===== config.mk =====
export PLATFORM = sky130hd
export DESIGN_NAME = lsu_top
export DESIGN_NICKNAME = d
export VERILOG_FILES = /design/src/hdl/lsu_pkg.sv /design/src/hdl/lsu_top.sv /design/src/hdl/lsu_ctrl.sv /design/src/hdl/lsu_load_path.sv /design/src/hdl/lsu_store_path.sv /design/src/hdl/lsu_addr_gen.sv /design/src/hdl/lsu_fifo.sv
export SDC_FILE = /design/constraint.sdc
export NUM_CORES = 2
export LEC_CHECK = 0
export BUFFER_PORTS_ARGS = -buffer_cell sky130_fd_sc_hd__buf_2
export CORE_AREA = 10 10 561 563
export CTS_CLUSTER_SIZE = 8
export DETAILED_ROUTE_END_ITERATION = 10
export DIE_AREA = 0 0 571 573
export HOLD_SLACK_MARGIN = 0.05
export PLACE_DENSITY = 0.51
export SYNTH_ARGS = -nofsm -noshare
export SYNTH_HDL_FRONTEND = slang
export SYNTH_HIERARCHICAL = 1
export SYNTH_SLANG_ARGS = --single-unit

===== constraint.sdc =====
create_clock -name clk -period 69.9 [get_ports clk]
set_input_delay 3.495 -clock clk [delete_from_list [all_inputs] [get_ports clk]]
set_output_delay 3.495 -clock clk [all_outputs]
set_load 0.03 [all_outputs]

===== src/hdl/lsu_pkg.sv =====
`default_nettype none

package lsu_pkg;

  localparam int n_banks        = 4;
  localparam int words_per_beat = 8;
  localparam int word_w         = 64;
  localparam int addr_w         = 12;
  localparam int grp_w          = 5;

  typedef logic [word_w-1:0] word_t;

  // word 0 sits in the low bits
  typedef logic [words_per_beat*word_w-1:0] beat_t;

  typedef enum logic {
    op_store = 1'b0,
    op_load  = 1'b1
  } lsu_op_e;

  // operation settings, captured on start
  typedef struct packed {
    lsu_op_e           op;
    logic [7:0]        start_bank;
    logic [15:0]       block_factor;
    logic [15:0]       cyclic_factor;
    logic [addr_w-1:0] stride;
    logic [addr_w-1:0] addr_offset;
    logic [15:0]       len;
  } lsu_cfg_t;

  // one access on the shared bank port
  typedef struct packed {
    logic [n_banks-1:0] ce;
    logic               we;
    logic [grp_w-1:0]   group;
    logic [addr_w-1:0]  addr;
    word_t              d;
  } bank_req_t;

endpackage

`default_nettype wire

===== src/hdl/lsu_top.sv =====
`timescale 1ns/1ps
`default_nettype none

module lsu_top
  import lsu_pkg::*;
#(
  parameter int rd_lat     = 3,
  parameter int beat_depth = 2,
  parameter int word_depth = 8
) (
  input  logic                clk,
  input  logic                arst_n,
  input  logic                start,
  input  lsu_cfg_t            cfg,
  output logic                done,
  input  beat_t               ss_in_data,
  input  logic                ss_in_valid,
  output logic                ss_in_ready,
  output beat_t               ss_out_data,
  output logic                ss_out_valid,
  input  logic                ss_out_ready,
  output bank_req_t           bank_req,
  input  word_t [n_banks-1:0] bank_q
);

  logic              running;
  word_t             word;
  logic              word_avail;
  logic              take;
  logic              rd_credit;
  logic              rd_issue;
  logic [1:0]        rd_bank;
  logic              beat_sent;
  logic              step;
  logic              load;
  logic              last;
  logic [1:0]        bank;
  logic [grp_w-1:0]  group;
  logic [addr_w-1:0] addr;

  lsu_ctrl u_ctrl (
    .clk        (clk),
    .arst_n     (arst_n),
    .start      (start),
    .cfg        (cfg),
    .done       (done),
    .running    (running),
    .word       (word),
    .word_avail (word_avail),
    .take       (take),
    .rd_credit  (rd_credit),
    .rd_issue   (rd_issue),
    .rd_bank    (rd_bank),
    .beat_sent  (beat_sent),
    .step       (step),
    .load       (load),
    .last       (last),
    .bank       (bank),
    .group      (group),
    .addr       (addr),
    .bank_req   (bank_req)
  );

  lsu_addr_gen u_addr_gen (
    .clk    (clk),
    .arst_n (arst_n),
    .cfg    (cfg),
    .load   (load),
    .step   (step),
    .bank   (bank),
    .group  (group),
    .addr   (addr),
    .last   (last)
  );

  lsu_store_path #(
    .beat_depth (beat_depth)
  ) u_store_path (
    .clk         (clk),
    .arst_n      (arst_n),
    .running     (running),
    .ss_in_data  (ss_in_data),
    .ss_in_valid (ss_in_valid),
    .ss_in_ready (ss_in_ready),
    .word        (word),
    .word_avail  (word_avail),
    .take        (take)
  );

  lsu_load_path #(
    .rd_lat     (rd_lat),
    .word_depth (word_depth)
  ) u_load_path (
    .clk          (clk),
    .arst_n       (arst_n),
    .rd_issue     (rd_issue),
    .rd_bank      (rd_bank),
    .bank_q       (bank_q),
    .rd_credit    (rd_credit),
    .ss_out_data  (ss_out_data),
    .ss_out_valid (ss_out_valid),
    .ss_out_ready (ss_out_ready),
    .beat_sent    (beat_sent)
  );

endmodule

`default_nettype wire


===== src/hdl/lsu_ctrl.sv =====
`timescale 1ns/1ps
`default_nettype none

module lsu_ctrl
  import lsu_pkg::*;
(
  input  logic              clk,
  input  logic              arst_n,
  input  logic              start,
  input  lsu_cfg_t          cfg,
  output logic              done,
  output logic              running,
  input  word_t             word,
  input  logic              word_avail,
  output logic              take,
  input  logic              rd_credit,
  output logic              rd_issue,
  output logic [1:0]        rd_bank,
  input  logic              beat_sent,
  output logic              step,
  output logic              load,
  input  logic              last,
  input  logic [1:0]        bank,
  input  logic [grp_w-1:0]  group,
  input  logic [addr_w-1:0] addr,
  output bank_req_t         bank_req
);

  typedef enum logic [1:0] {
    st_idle,
    st_run,
    st_done
  } state_e;

  state_e             state;
  lsu_op_e            op_q;
  logic [12:0]        beat_total;
  logic [12:0]        beat_cnt;
  logic               issued_all;
  logic               is_store;
  logic               is_load;
  logic               last_beat;
  logic               finish;

  logic [n_banks-1:0] req_ce;
  logic               req_we;
  logic [grp_w-1:0]   req_group;
  logic [addr_w-1:0]  req_addr;
  word_t              req_d;

  assign load      = (state == st_idle) & start;
  assign is_store  = (state == st_run) & (op_q == op_store);
  assign is_load   = (state == st_run) & (op_q == op_load);
  assign running   = is_store;
  assign take      = is_store & word_avail;
  assign rd_issue  = is_load & rd_credit & ~issued_all;
  assign rd_bank   = bank;
  assign step      = take | rd_issue;
  assign last_beat = (beat_cnt == beat_total - 13'd1);
  assign finish    = (take & last) | (is_load & beat_sent & last_beat);

  always_ff @(posedge clk or negedge arst_n) begin
    if (!arst_n) begin
      state      <= st_idle;
      op_q       <= op_store;
      issued_all <= 1'b0;
      beat_cnt   <= '0;
      done       <= 1'b0;
    end else begin
      // store done trails the last write, load done follows the last beat
      done <= ((state == st_done) & (op_q == op_store)) | (is_load & beat_sent & last_beat);
      case (state)
        st_idle: begin
          if (start) begin
            state      <= st_run;
            op_q       <= cfg.op;
            issued_all <= 1'b0;
            beat_cnt   <= '0;
          end
        end
        st_run: begin
          if (rd_issue & last) begin
            issued_all <= 1'b1;
          end
          if (beat_sent) begin
            beat_cnt <= beat_cnt + 13'd1;
          end
          if (finish) begin
            state <= st_done;
          end
        end
        default: state <= st_idle;
      endcase
    end
  end

  always_ff @(posedge clk) begin
    if (load) begin
      beat_total <= cfg.len[15:3];
    end
  end

  always_ff @(posedge clk or negedge arst_n) begin
    if (!arst_n) begin
      req_ce <= '0;
      req_we <= 1'b0;
    end else begin
      req_ce <= step ? ({{(n_banks-1){1'b0}}, 1'b1} << bank) : '0;
      req_we <= take;
    end
  end

  always_ff @(posedge clk) begin
    req_group <= group;
    req_addr  <= addr;
    req_d     <= word;
  end

  assign bank_req = '{ce: req_ce, we: req_we, group: req_group, addr: req_addr, d: req_d};

endmodule

`default_nettype wire


===== src/hdl/lsu_load_path.sv =====
`timescale 1ns/1ps
`default_nettype none

module lsu_load_path
  import lsu_pkg::*;
#(
  parameter int rd_lat     = 3,
  parameter int word_depth = 8
) (
  input  logic                    clk,
  input  logic                    arst_n,
  input  logic                    rd_issue,
  input  logic [1:0]              rd_bank,
  input  word_t [n_banks-1:0]     bank_q,
  output logic                    rd_credit,
  output beat_t                   ss_out_data,
  output logic                    ss_out_valid,
  input  logic                    ss_out_ready,
  output logic                    beat_sent
);

  localparam int cnt_w = $clog2(word_depth+1);

  // stage 0 lines up with the request on the bank port
  logic [rd_lat:0]      vld_pipe;
  logic [rd_lat:0][1:0] bank_pipe;
  logic                 rd_back;
  word_t                rd_word;

  logic [cnt_w-1:0]     outstanding;
  logic [cnt_w-1:0]     word_count;
  logic                 wf_empty;
  logic                 wf_pop;
  word_t                wf_data;

  beat_t                pk_data;
  logic [2:0]           pk_cnt;

  always_ff @(posedge clk or negedge arst_n) begin
    if (!arst_n) begin
      vld_pipe <= '0;
    end else begin
      vld_pipe <= {vld_pipe[rd_lat-1:0], rd_issue};
    end
  end

  always_ff @(posedge clk) begin
    bank_pipe <= {bank_pipe[rd_lat-1:0], rd_bank};
  end

  assign rd_back = vld_pipe[rd_lat];
  assign rd_word = bank_q[bank_pipe[rd_lat]];

  always_ff @(posedge clk or negedge arst_n) begin
    if (!arst_n) begin
      outstanding <= '0;
    end else begin
      case ({rd_issue, rd_back})
        2'b10:   outstanding <= outstanding + 1'b1;
        2'b01:   outstanding <= outstanding - 1'b1;
        default: outstanding <= outstanding;
      endcase
    end
  end

  // reads in flight must always find room in the word FIFO
  assign rd_credit = ({1'b0, outstanding} + {1'b0, word_count}) < (cnt_w+1)'(word_depth);

  lsu_fifo #(
    .payload_t (word_t),
    .depth     (word_depth)
  ) u_word_fifo (
    .clk       (clk),
    .arst_n    (arst_n),
    .push      (rd_back),
    .push_data (rd_word),
    .full      (),
    .pop       (wf_pop),
    .pop_data  (wf_data),
    .empty     (wf_empty),
    .count     (word_count)
  );

  // packer stalls while a finished beat waits on the stream
  assign wf_pop = ~wf_empty & ~ss_out_valid;

  always_ff @(posedge clk or negedge arst_n) begin
    if (!arst_n) begin
      pk_cnt       <= '0;
      ss_out_valid <= 1'b0;
    end else begin
      if (wf_pop) begin
        pk_cnt <= pk_cnt + 3'd1;
        if (pk_cnt == 3'd7) begin
          ss_out_valid <= 1'b1;
        end
      end else if (beat_sent) begin
        ss_out_valid <= 1'b0;
      end
    end
  end

  // words shift in from the top so word 0 ends up low
  always_ff @(posedge clk) begin
    if (wf_pop) begin
      pk_data <= {wf_data, pk_data[words_per_beat*word_w-1:word_w]};
    end
  end

  assign ss_out_data = pk_data;
  assign beat_sent   = ss_out_valid & ss_out_ready;

endmodule

`default_nettype wire


===== src/hdl/lsu_store_path.sv =====
`timescale 1ns/1ps
`default_nettype none

module lsu_store_path
  import lsu_pkg::*;
#(
  parameter int beat_depth = 2
) (
  input  logic  clk,
  input  logic  arst_n,
  input  logic  running,
  input  beat_t ss_in_data,
  input  logic  ss_in_valid,
  output logic  ss_in_ready,
  output word_t word,
  output logic  word_avail,
  input  logic  take
);

  logic       fifo_full;
  logic       fifo_empty;
  logic       fifo_pop;
  beat_t      fifo_data;
  beat_t      shreg;
  logic       sh_valid;
  logic [2:0] wcnt;

  assign ss_in_ready = running & ~fifo_full;

  lsu_fifo #(
    .payload_t (beat_t),
    .depth     (beat_depth)
  ) u_beat_fifo (
    .clk       (clk),
    .arst_n    (arst_n),
    .push      (ss_in_valid & ss_in_ready),
    .push_data (ss_in_data),
    .full      (fifo_full),
    .pop       (fifo_pop),
    .pop_data  (fifo_data),
    .empty     (fifo_empty),
    .count     ()
  );

  // refill when empty or as the eighth word leaves
  assign fifo_pop = (~sh_valid | (take & (wcnt == 3'd7))) & ~fifo_empty;

  always_ff @(posedge clk or negedge arst_n) begin
    if (!arst_n) begin
      sh_valid <= 1'b0;
      wcnt     <= '0;
    end else if (fifo_pop) begin
      sh_valid <= 1'b1;
      wcnt     <= '0;
    end else if (take) begin
      wcnt <= wcnt + 3'd1;
      if (wcnt == 3'd7) begin
        sh_valid <= 1'b0;
      end
    end
  end

  always_ff @(posedge clk) begin
    if (fifo_pop) begin
      shreg <= fifo_data;
    end else if (take) begin
      shreg <= shreg >> word_w;
    end
  end

  assign word       = shreg[word_w-1:0];
  assign word_avail = sh_valid;

endmodule

`default_nettype wire


===== src/hdl/lsu_addr_gen.sv =====
`timescale 1ns/1ps
`default_nettype none

module lsu_addr_gen
  import lsu_pkg::*;
(
  input  logic              clk,
  input  logic              arst_n,
  input  lsu_cfg_t          cfg,
  input  logic              load,
  input  logic              step,
  output logic [1:0]        bank,
  output logic [grp_w-1:0]  group,
  output logic [addr_w-1:0] addr,
  output logic              last
);

  logic [15:0]       bf_q;
  logic [15:0]       cf_q;
  logic [15:0]       len_q;
  logic [addr_w-1:0] stride_q;
  logic [addr_w-1:0] offset_q;
  logic [grp_w+1:0]  start_q;

  logic [15:0]       blk_cnt;
  logic [15:0]       cyc_cnt;
  logic [15:0]       elem_cnt;
  logic [addr_w-1:0] row_base;
  logic [addr_w-1:0] addr_q;
  // global bank number, bank in the low two bits
  logic [grp_w+1:0]  gbank;

  logic              blk_wrap;
  logic              cyc_wrap;
  logic [addr_w-1:0] next_row;

  assign blk_wrap = (blk_cnt == bf_q - 16'd1);
  assign cyc_wrap = (cyc_cnt == cf_q - 16'd1);
  assign next_row = row_base + bf_q[addr_w-1:0];

  always_ff @(posedge clk) begin
    if (load) begin
      bf_q     <= cfg.block_factor;
      cf_q     <= cfg.cyclic_factor;
      len_q    <= cfg.len;
      stride_q <= cfg.stride;
      offset_q <= cfg.addr_offset;
      start_q  <= cfg.start_bank[grp_w+1:0];
    end
  end

  always_ff @(posedge clk or negedge arst_n) begin
    if (!arst_n) begin
      blk_cnt  <= '0;
      cyc_cnt  <= '0;
      elem_cnt <= '0;
      row_base <= '0;
      addr_q   <= '0;
      gbank    <= '0;
    end else if (load) begin
      blk_cnt  <= '0;
      cyc_cnt  <= '0;
      elem_cnt <= '0;
      row_base <= '0;
      addr_q   <= cfg.addr_offset;
      gbank    <= cfg.start_bank[grp_w+1:0];
    end else if (step) begin
      elem_cnt <= elem_cnt + 16'd1;
      if (blk_wrap) begin
        blk_cnt <= '0;
        if (cyc_wrap) begin
          // next row of blocks, back to the first bank
          cyc_cnt  <= '0;
          gbank    <= start_q;
          row_base <= next_row;
          addr_q   <= offset_q + next_row;
        end else begin
          cyc_cnt <= cyc_cnt + 16'd1;
          gbank   <= gbank + 1'b1;
          addr_q  <= offset_q + row_base;
        end
      end else begin
        blk_cnt <= blk_cnt + 16'd1;
        addr_q  <= addr_q + stride_q;
      end
    end
  end

  assign bank  = gbank[1:0];
  assign group = gbank[grp_w+1:2];
  assign addr  = addr_q;
  assign last  = (elem_cnt == len_q - 16'd1);

endmodule

`default_nettype wire


===== src/hdl/lsu_fifo.sv =====
`timescale 1ns/1ps
`default_nettype none

module lsu_fifo #(
  parameter type payload_t = logic [7:0],
  parameter int  depth     = 4
) (
  input  logic                       clk,
  input  logic                       arst_n,
  input  logic                       push,
  input  payload_t                   push_data,
  output logic                       full,
  input  logic                       pop,
  output payload_t                   pop_data,
  output logic                       empty,
  output logic [$clog2(depth+1)-1:0] count
);

  localparam int ptr_w = (depth > 1) ? $clog2(depth) : 1;
  localparam int cnt_w = $clog2(depth+1);

  payload_t         mem [depth];
  logic [ptr_w-1:0] wr_ptr;
  logic [ptr_w-1:0] rd_ptr;
  logic             do_push;
  logic             do_pop;

  function automatic logic [ptr_w-1:0] next_ptr(input logic [ptr_w-1:0] p);
    next_ptr = (p == ptr_w'(depth - 1)) ? '0 : p + 1'b1;
  endfunction

  assign full     = (count == cnt_w'(depth));
  assign empty    = (count == '0);
  assign do_push  = push & ~full;
  assign do_pop   = pop & ~empty;
  // head word is visible before the pop
  assign pop_data = mem[rd_ptr];

  always_ff @(posedge clk) begin
    if (do_push) begin
      mem[wr_ptr] <= push_data;
    end
  end

  always_ff @(posedge clk or negedge arst_n) begin
    if (!arst_n) begin
      wr_ptr <= '0;
      rd_ptr <= '0;
      count  <= '0;
    end else begin
      if (do_push) begin
        wr_ptr <= next_ptr(wr_ptr);
      end
      if (do_pop) begin
        rd_ptr <= next_ptr(rd_ptr);
      end
      case ({do_push, do_pop})
        2'b10:   count <= count + 1'b1;
        2'b01:   count <= count - 1'b1;
        default: count <= count;
      endcase
    end
  end

endmodule

`default_nettype wire


After elaboration in Yosys (flattened, before gate mapping)
Memory sizes are Yosys's and may differ from the RTL's. A register that Yosys moved wholly into a read port is not among the register bits.
Index checks and enable logic that the tools add are counted.
Word-level totals
  word-level logic and storage cells: 203
  memories kept: 2
  bits in registers: 1337
  bits in writable memories: 1536
  bits of input ports: 854
Cells by class
  magnitude comparators: 2
  shift operators: 1
  bitwise gates (word level): 33
  multiplexer cells: 54
  equal/unequal tests: 23
  $add $sub $neg: 26
  reduce and logical (&&, ||, !) cells: 21
Memories
  u_store_path.u_beat_fifo.mem: words 2, width 512, rd ports 1, clocked after memory_dff 0, wr ports 1, line lsu_fifo.sv:22  | payload_t mem [depth];
  u_load_path.u_word_fifo.mem: words 8, width 64, rd ports 1, clocked after memory_dff 1, wr ports 1, line lsu_fifo.sv:22
Operators by type and width (count)
  512-bit 2-to-1 mux: 2
  16-bit 2-to-1 mux: 9
  64-bit binary-select mux with 2-bit select: 1
  12-bit 2-to-1 mux: 8
  64-bit 2-to-1 mux: 1
  12-bit adder: 4
  16-bit by 1-bit adder with 16-bit output, second input constant: 3
  16-bit == test: 3
  16-bit by 1-bit subtractor with 16-bit output, second input constant: 3
  7-bit 2-to-1 mux: 4
  13-bit 2-to-1 mux: 2
  13-bit one-hot mux with 2 select lines: 1
  1-bit AND: 21
  2-bit nonzero test: 10
  4-bit one-hot mux with 2 select lines: 2
  1-bit 2-to-1 mux: 14
  13-bit by 1-bit adder with 13-bit output, second input constant: 1
  13-bit == test: 1
  13-bit by 1-bit subtractor with 13-bit output, second input constant: 1
  3-bit by 1-bit adder with 3-bit output, second input constant: 4
  3-bit == test, second input constant: 4
  3-bit 2-to-1 mux: 4
  2-bit == test, second input constant: 5
  2-bit AND reduction: 5
  other kinds (23): 47

Depth between registers and ports, before layout
  depth after elaboration: 9
  gate-level depth with buffers: 22
  gate-level depth less buffers: 19

Cells and area by module
Netlist, hierarchy kept.
By module, submodules not included
  lsu_fifo (u_store_path.u_beat_fifo): cells an instance 1611, times used 1, sequential area each 30849.6 um2, area each 37325.8 um2
  lsu_store_path: cells an instance 1167, times used 1, sequential area each 15474.8 um2, area each 24003.0 um2
  lsu_fifo (u_load_path.u_word_fifo): cells an instance 809, times used 1, sequential area each 15625.0 um2, area each 19894.1 um2
  lsu_load_path: cells an instance 644, times used 1, sequential area each 15835.2 um2, area each 17744.5 um2
  lsu_addr_gen: cells an instance 983, times used 1, sequential area each 4349.2 um2, area each 9778.1 um2
  lsu_ctrl: cells an instance 269, times used 1, sequential area each 2587.5 um2, area each 3542.1 um2

Least setup slack after synthesis
Ideal clock, no wire load.
  kind: register to register
  from: register u_load_path.ss_out_valid
  to: register u_load_path.u_word_fifo.count[3]
  arrival: 27117 ps
  stages on the path, launching flop included: 9
  period minus slack after synthesis: 27251 ps
  path slack: 42649 ps
  path through: dfrtp_1 -> nor2_1 -> o41ai_2 -> inv_1 -> ha_1 -> ha_1 -> or4b_2 -> o311ai_0 -> o211ai_1
Between the ends
  longest elaborated chain between the ends: 5
  elaborated cells on any way between the ends: 7
  classes of those cells: eq/ne (2); mux (1); bitwise (3); reduce/logical (1)
RTL lines
  start: declaration: line lsu_load_path.sv:17  | output logic ss_out_valid,
  start signal: assignment: line lsu_load_path.sv:90  | ss_out_valid <= 1'b0;
  start signal: assignment: line lsu_load_path.sv:95  | ss_out_valid <= 1'b1;
  start signal: assignment: line lsu_load_path.sv:98  | ss_out_valid <= 1'b0;
  1-bit NOT *: line lsu_load_path.sv:85  | assign wf_pop = ~wf_empty & ~ss_out_valid;
  1-bit AND *: line lsu_load_path.sv:85
  via u_load_path.wf_pop: line lsu_load_path.sv:33  | logic wf_pop;
  1-bit AND *: line lsu_fifo.sv:35  | assign do_pop = pop & ~empty;
  via u_load_path.u_word_fifo.do_pop: line lsu_fifo.sv:26  | logic do_pop;
  2-bit by 1-bit == test with 1-bit output / 2-bit == test (equally long branches): line lsu_fifo.sv:57  | case ({do_push, do_pop})
  4-bit one-hot mux with 2 select lines / 2-bit nonzero test (equally long branches)
  end signal: assignment: line lsu_fifo.sv:58  | 2'b10: count <= count + 1'b1;
  end signal: assignment: line lsu_fifo.sv:59  | 2'b01: count <= count - 1'b1;
  end signal: assignment: line lsu_fifo.sv:60  | default: count <= count;
  end: declaration: line lsu_fifo.sv:16  | output logic [$clog2(depth+1)-1:0] count
Mark *: on every way through the listed nets, which the timed path passes. The rest lies on a longest branch.
A chain may end at the register's enable or synchronous reset.

Final worst setup path
  from: input port ss_in_valid
  to: memory u_store_path/u_beat_fifo/mem[1][331] in the netlist's numbering (enable)
Between the ends
  longest elaborated chain between the ends: 4
RTL lines
  start: declaration: line lsu_top.sv:17  | input logic ss_in_valid,
  1-bit AND: line lsu_store_path.sv:36  | .push (ss_in_valid & ss_in_ready),
  1-bit AND: line lsu_fifo.sv:34  | assign do_push = push & ~full;
  1-bit 2-to-1 mux: line lsu_fifo.sv:40  | if (do_push) begin
  1-bit 2-to-1 mux (implied by the code): line lsu_fifo.sv:41  | mem[wr_ptr] <= push_data;
  end: declaration: line lsu_fifo.sv:22
No other way between the ends.

==> results.sh <==
export IMPL_grt_max_degree=146
export IMPL_cp_end_kind="register"
export IMPL_initialDrtViolationCount=4215
export IMPL_drc=0
export IMPL_fin_skew_ns=0.0854
export IMPL_hold_class="register to register"
export IMPL_gr_usage_met1_pct=23.7
export IMPL_start_kind="input port"
export IMPL_power_leakage_uw=0.0484
export IMPL_grt_pass1_wl_microns=444000
export IMPL_total_power_uw=6510
export IMPL_clock_power_share_pct=27.1
export IMPL_fin_worst_hold_slack_ns=0.326
export IMPL_antenna_left=0
export IMPL_ir_drop_mv=0.0339
export IMPL_period_minus_slack_ns=7.09
export IMPL_syn_area_sq_um=112000
export IMPL_p_seq_share_pct=44.5
export IMPL_fin_area_sq_um=134000
export IMPL_worstPathCellList="buf_2, and2_1, and3_4, buf_4, buf_4, buf_4, buf_4"
export IMPL_vias=56900
export IMPL_place_congestion=0.898
export IMPL_p_switching_uw=2150
export IMPL_cts_hold_fix_buffers=0
export IMPL_cts_resized=0
export IMPL_die_w_microns=571
export IMPL_start_util_pct=37.1
export IMPL_pin_count=1455
export IMPL_cp_required_ns=70.41
export IMPL_syn_avg_cell_area_sq_um=20.5
export IMPL_cpMostUsedCell="buf_4"
export IMPL_clock_root_buffer="clkbuf_16"
export IMPL_yosys_warnings=6
export IMPL_finalSetupViolations=0
export IMPL_grt_util_met2_pct=31.6
export IMPL_place_area_sq_um=123000
export IMPL_status="finished, final reports clean"
export IMPL_drtPass1Iterations=5
export IMPL_switching_share_pct=33.1
export IMPL_antenna_found_initial=288
export IMPL_drive_above_1_share_pct=44.2
export IMPL_clk_latency_ns=0.94
export IMPL_max_freq_mhz=141
export IMPL_worstMarginPinSlew_ns=1.27
export IMPL_vias_per_cell=5.00
export IMPL_maxCapViolCount=0
export IMPL_cts_buffers=400
export IMPL_hpwl_microns=224000
export IMPL_max_stage_delay_ns=0.87
export IMPL_slowest_stage="buf_4"
export IMPL_grt_overflow_total=0
export IMPL_power_internal_uw=4360
export IMPL_num_rows=202
export IMPL_clkSinkCount=2873
export IMPL_wl_per_cell_microns=28.1
export IMPL_slew_violations=0
export IMPL_path_delay_family="buffers and inverters"
export IMPL_post_cts_buffers=0
export IMPL_cts_tree="done"
export IMPL_path_buf_inv=5
export IMPL_layout_nets=8059
export IMPL_clock_path_buffers=4
export IMPL_pwr_share_comb_pct=28.3
export IMPL_power_density_nw_per_um2=48.6
export IMPL_drt_wl_total_microns=319000
export IMPL_synthCells=5482
export IMPL_relSlewSlack_pct=15.3
export IMPL_rsz0062_at_grt="false"
export IMPL_hold_viol_final=0
export IMPL_track_usage_pct=18.7
export IMPL_h_tree_depth=5
export IMPL_fin_tns_setup_ns=0
export IMPL_clk_pin_slew_ns=0.05
export IMPL_cp_max_fo=65
export IMPL_fin_crit_sh_pct=10.1
export IMPL_worstPathArrival_ns=7.60
export IMPL_area_growth_synth_to_final_pct=19.5
export IMPL_chipHeight_microns=573
export IMPL_grt_met3_usage_pct=5.49
export IMPL_synth_nets=6401
export IMPL_critPathKind="input port to register"
export IMPL_die_area_sq_um=327000
export IMPL_grt_pass1_vias=58600
export IMPL_io_buffer_count=1453
export IMPL_top_usage_layer="met2"
export IMPL_core_area_sq_um=303000
==> placed cells by master (no fill, tap or decap), drive strengths merged, types with 26 or more instances in the layout <==
cell    instances
xnor2          78
nor2           97
dfxtp          89
nand2         104
dfrtp         132
edfxtp       2652
xor2           68
ha             61
mux2         1041
a21oi          59
nand4          26
and2           74
and3           31
diode          74
inv            52
buf          1533
o21ai          71
clkbuf        558
nor3           43
mux4          192
nand3          43
==> metal layers <==
layer | vias to the layer above | part of all wire, %
li1 | 25000 | -
met3 | 682 | 8.6
met1 | 28800 | 40
met2 | 2304 | 49
met5 | - | 0.17
met4 | 86 | 2.7
==> sequential cells by signal (all words and copies together), names as in the netlist, 13 cells and up <==
name,cells
u_ctrl/beat_cnt,13
u_addr_gen/len_q,16
u_ctrl/beat_total,13
u_store_path/u_beat_fifo/mem,1024
u_load_path/ss_out_data,512
u_addr_gen/cyc_cnt,16
u_addr_gen/cf_q,16
u_addr_gen/blk_cnt,16
u_load_path/u_word_fifo/mem,512
u_addr_gen/elem_cnt,16
u_addr_gen/bf_q,16
u_ctrl/req_d,64
u_store_path/shreg,512
==> final cells by class <==
cell class | count | area [sq um]
Antenna cell | 74 | 185
Clock buffer | 558 | 10700
Clock inverter | 31 | 639
Fill cell | 26400 | 168000
Inverter | 45 | 169
Multi-Input combinational cell | 2287 | 24800
Sequential cell | 2873 | 84700
Tap cell | 3978 | 4980
Timing Repair Buffer | 1533 | 7950
==> power groups by stage <==
stage | sequential, uW | clock (uW) | combinational, uW
CTS | 2920 | 1820 | 1890
floorplan | 3420 | 0 | 1040
finish | 2900 | 1770 | 1850
global placement | 2940 | 0 | 1870
detailed placement | 2940 | 0 | 1890
global route | 2950 | 1890 | 1970
==> stage by stage <==
step | setup slack (ns) | util, % | instances
final | 62.81 | 44.3 | 11400
after global routing | 62.56 | 44.3 | 11300
after CTS | 62.78 | 44.3 | 11300
after detailed placement | 61.81 | 40.5 | 10700
after global placement | 61.71 | 40.5 | 10700
after floorplan | 42.65 | - | 5482
==> path summary, 6_finish.rpt <==
path                       cells past startpoint                      from                              endpoint  slack [ns]
max                                            7               ss_in_valid  u_store_path/u_beat_fifo/mem[1][331]       62.81
max reg2reg                                   10           u_ctrl/state[1]                 u_store_path/shreg[6]       63.71
max in group asynchronous                      2                    arst_n     u_load_path/u_word_fifo/rd_ptr[1]       65.78
min                                            0  u_load_path/bank_pipe[1]              u_load_path/bank_pipe[3]        0.33
min reg2reg                                    0  u_load_path/bank_pipe[1]              u_load_path/bank_pipe[3]        0.33
min in group asynchronous                      1                    arst_n                   u_addr_gen/addr[11]        2.62
Power figures use the tool's default switching activity.
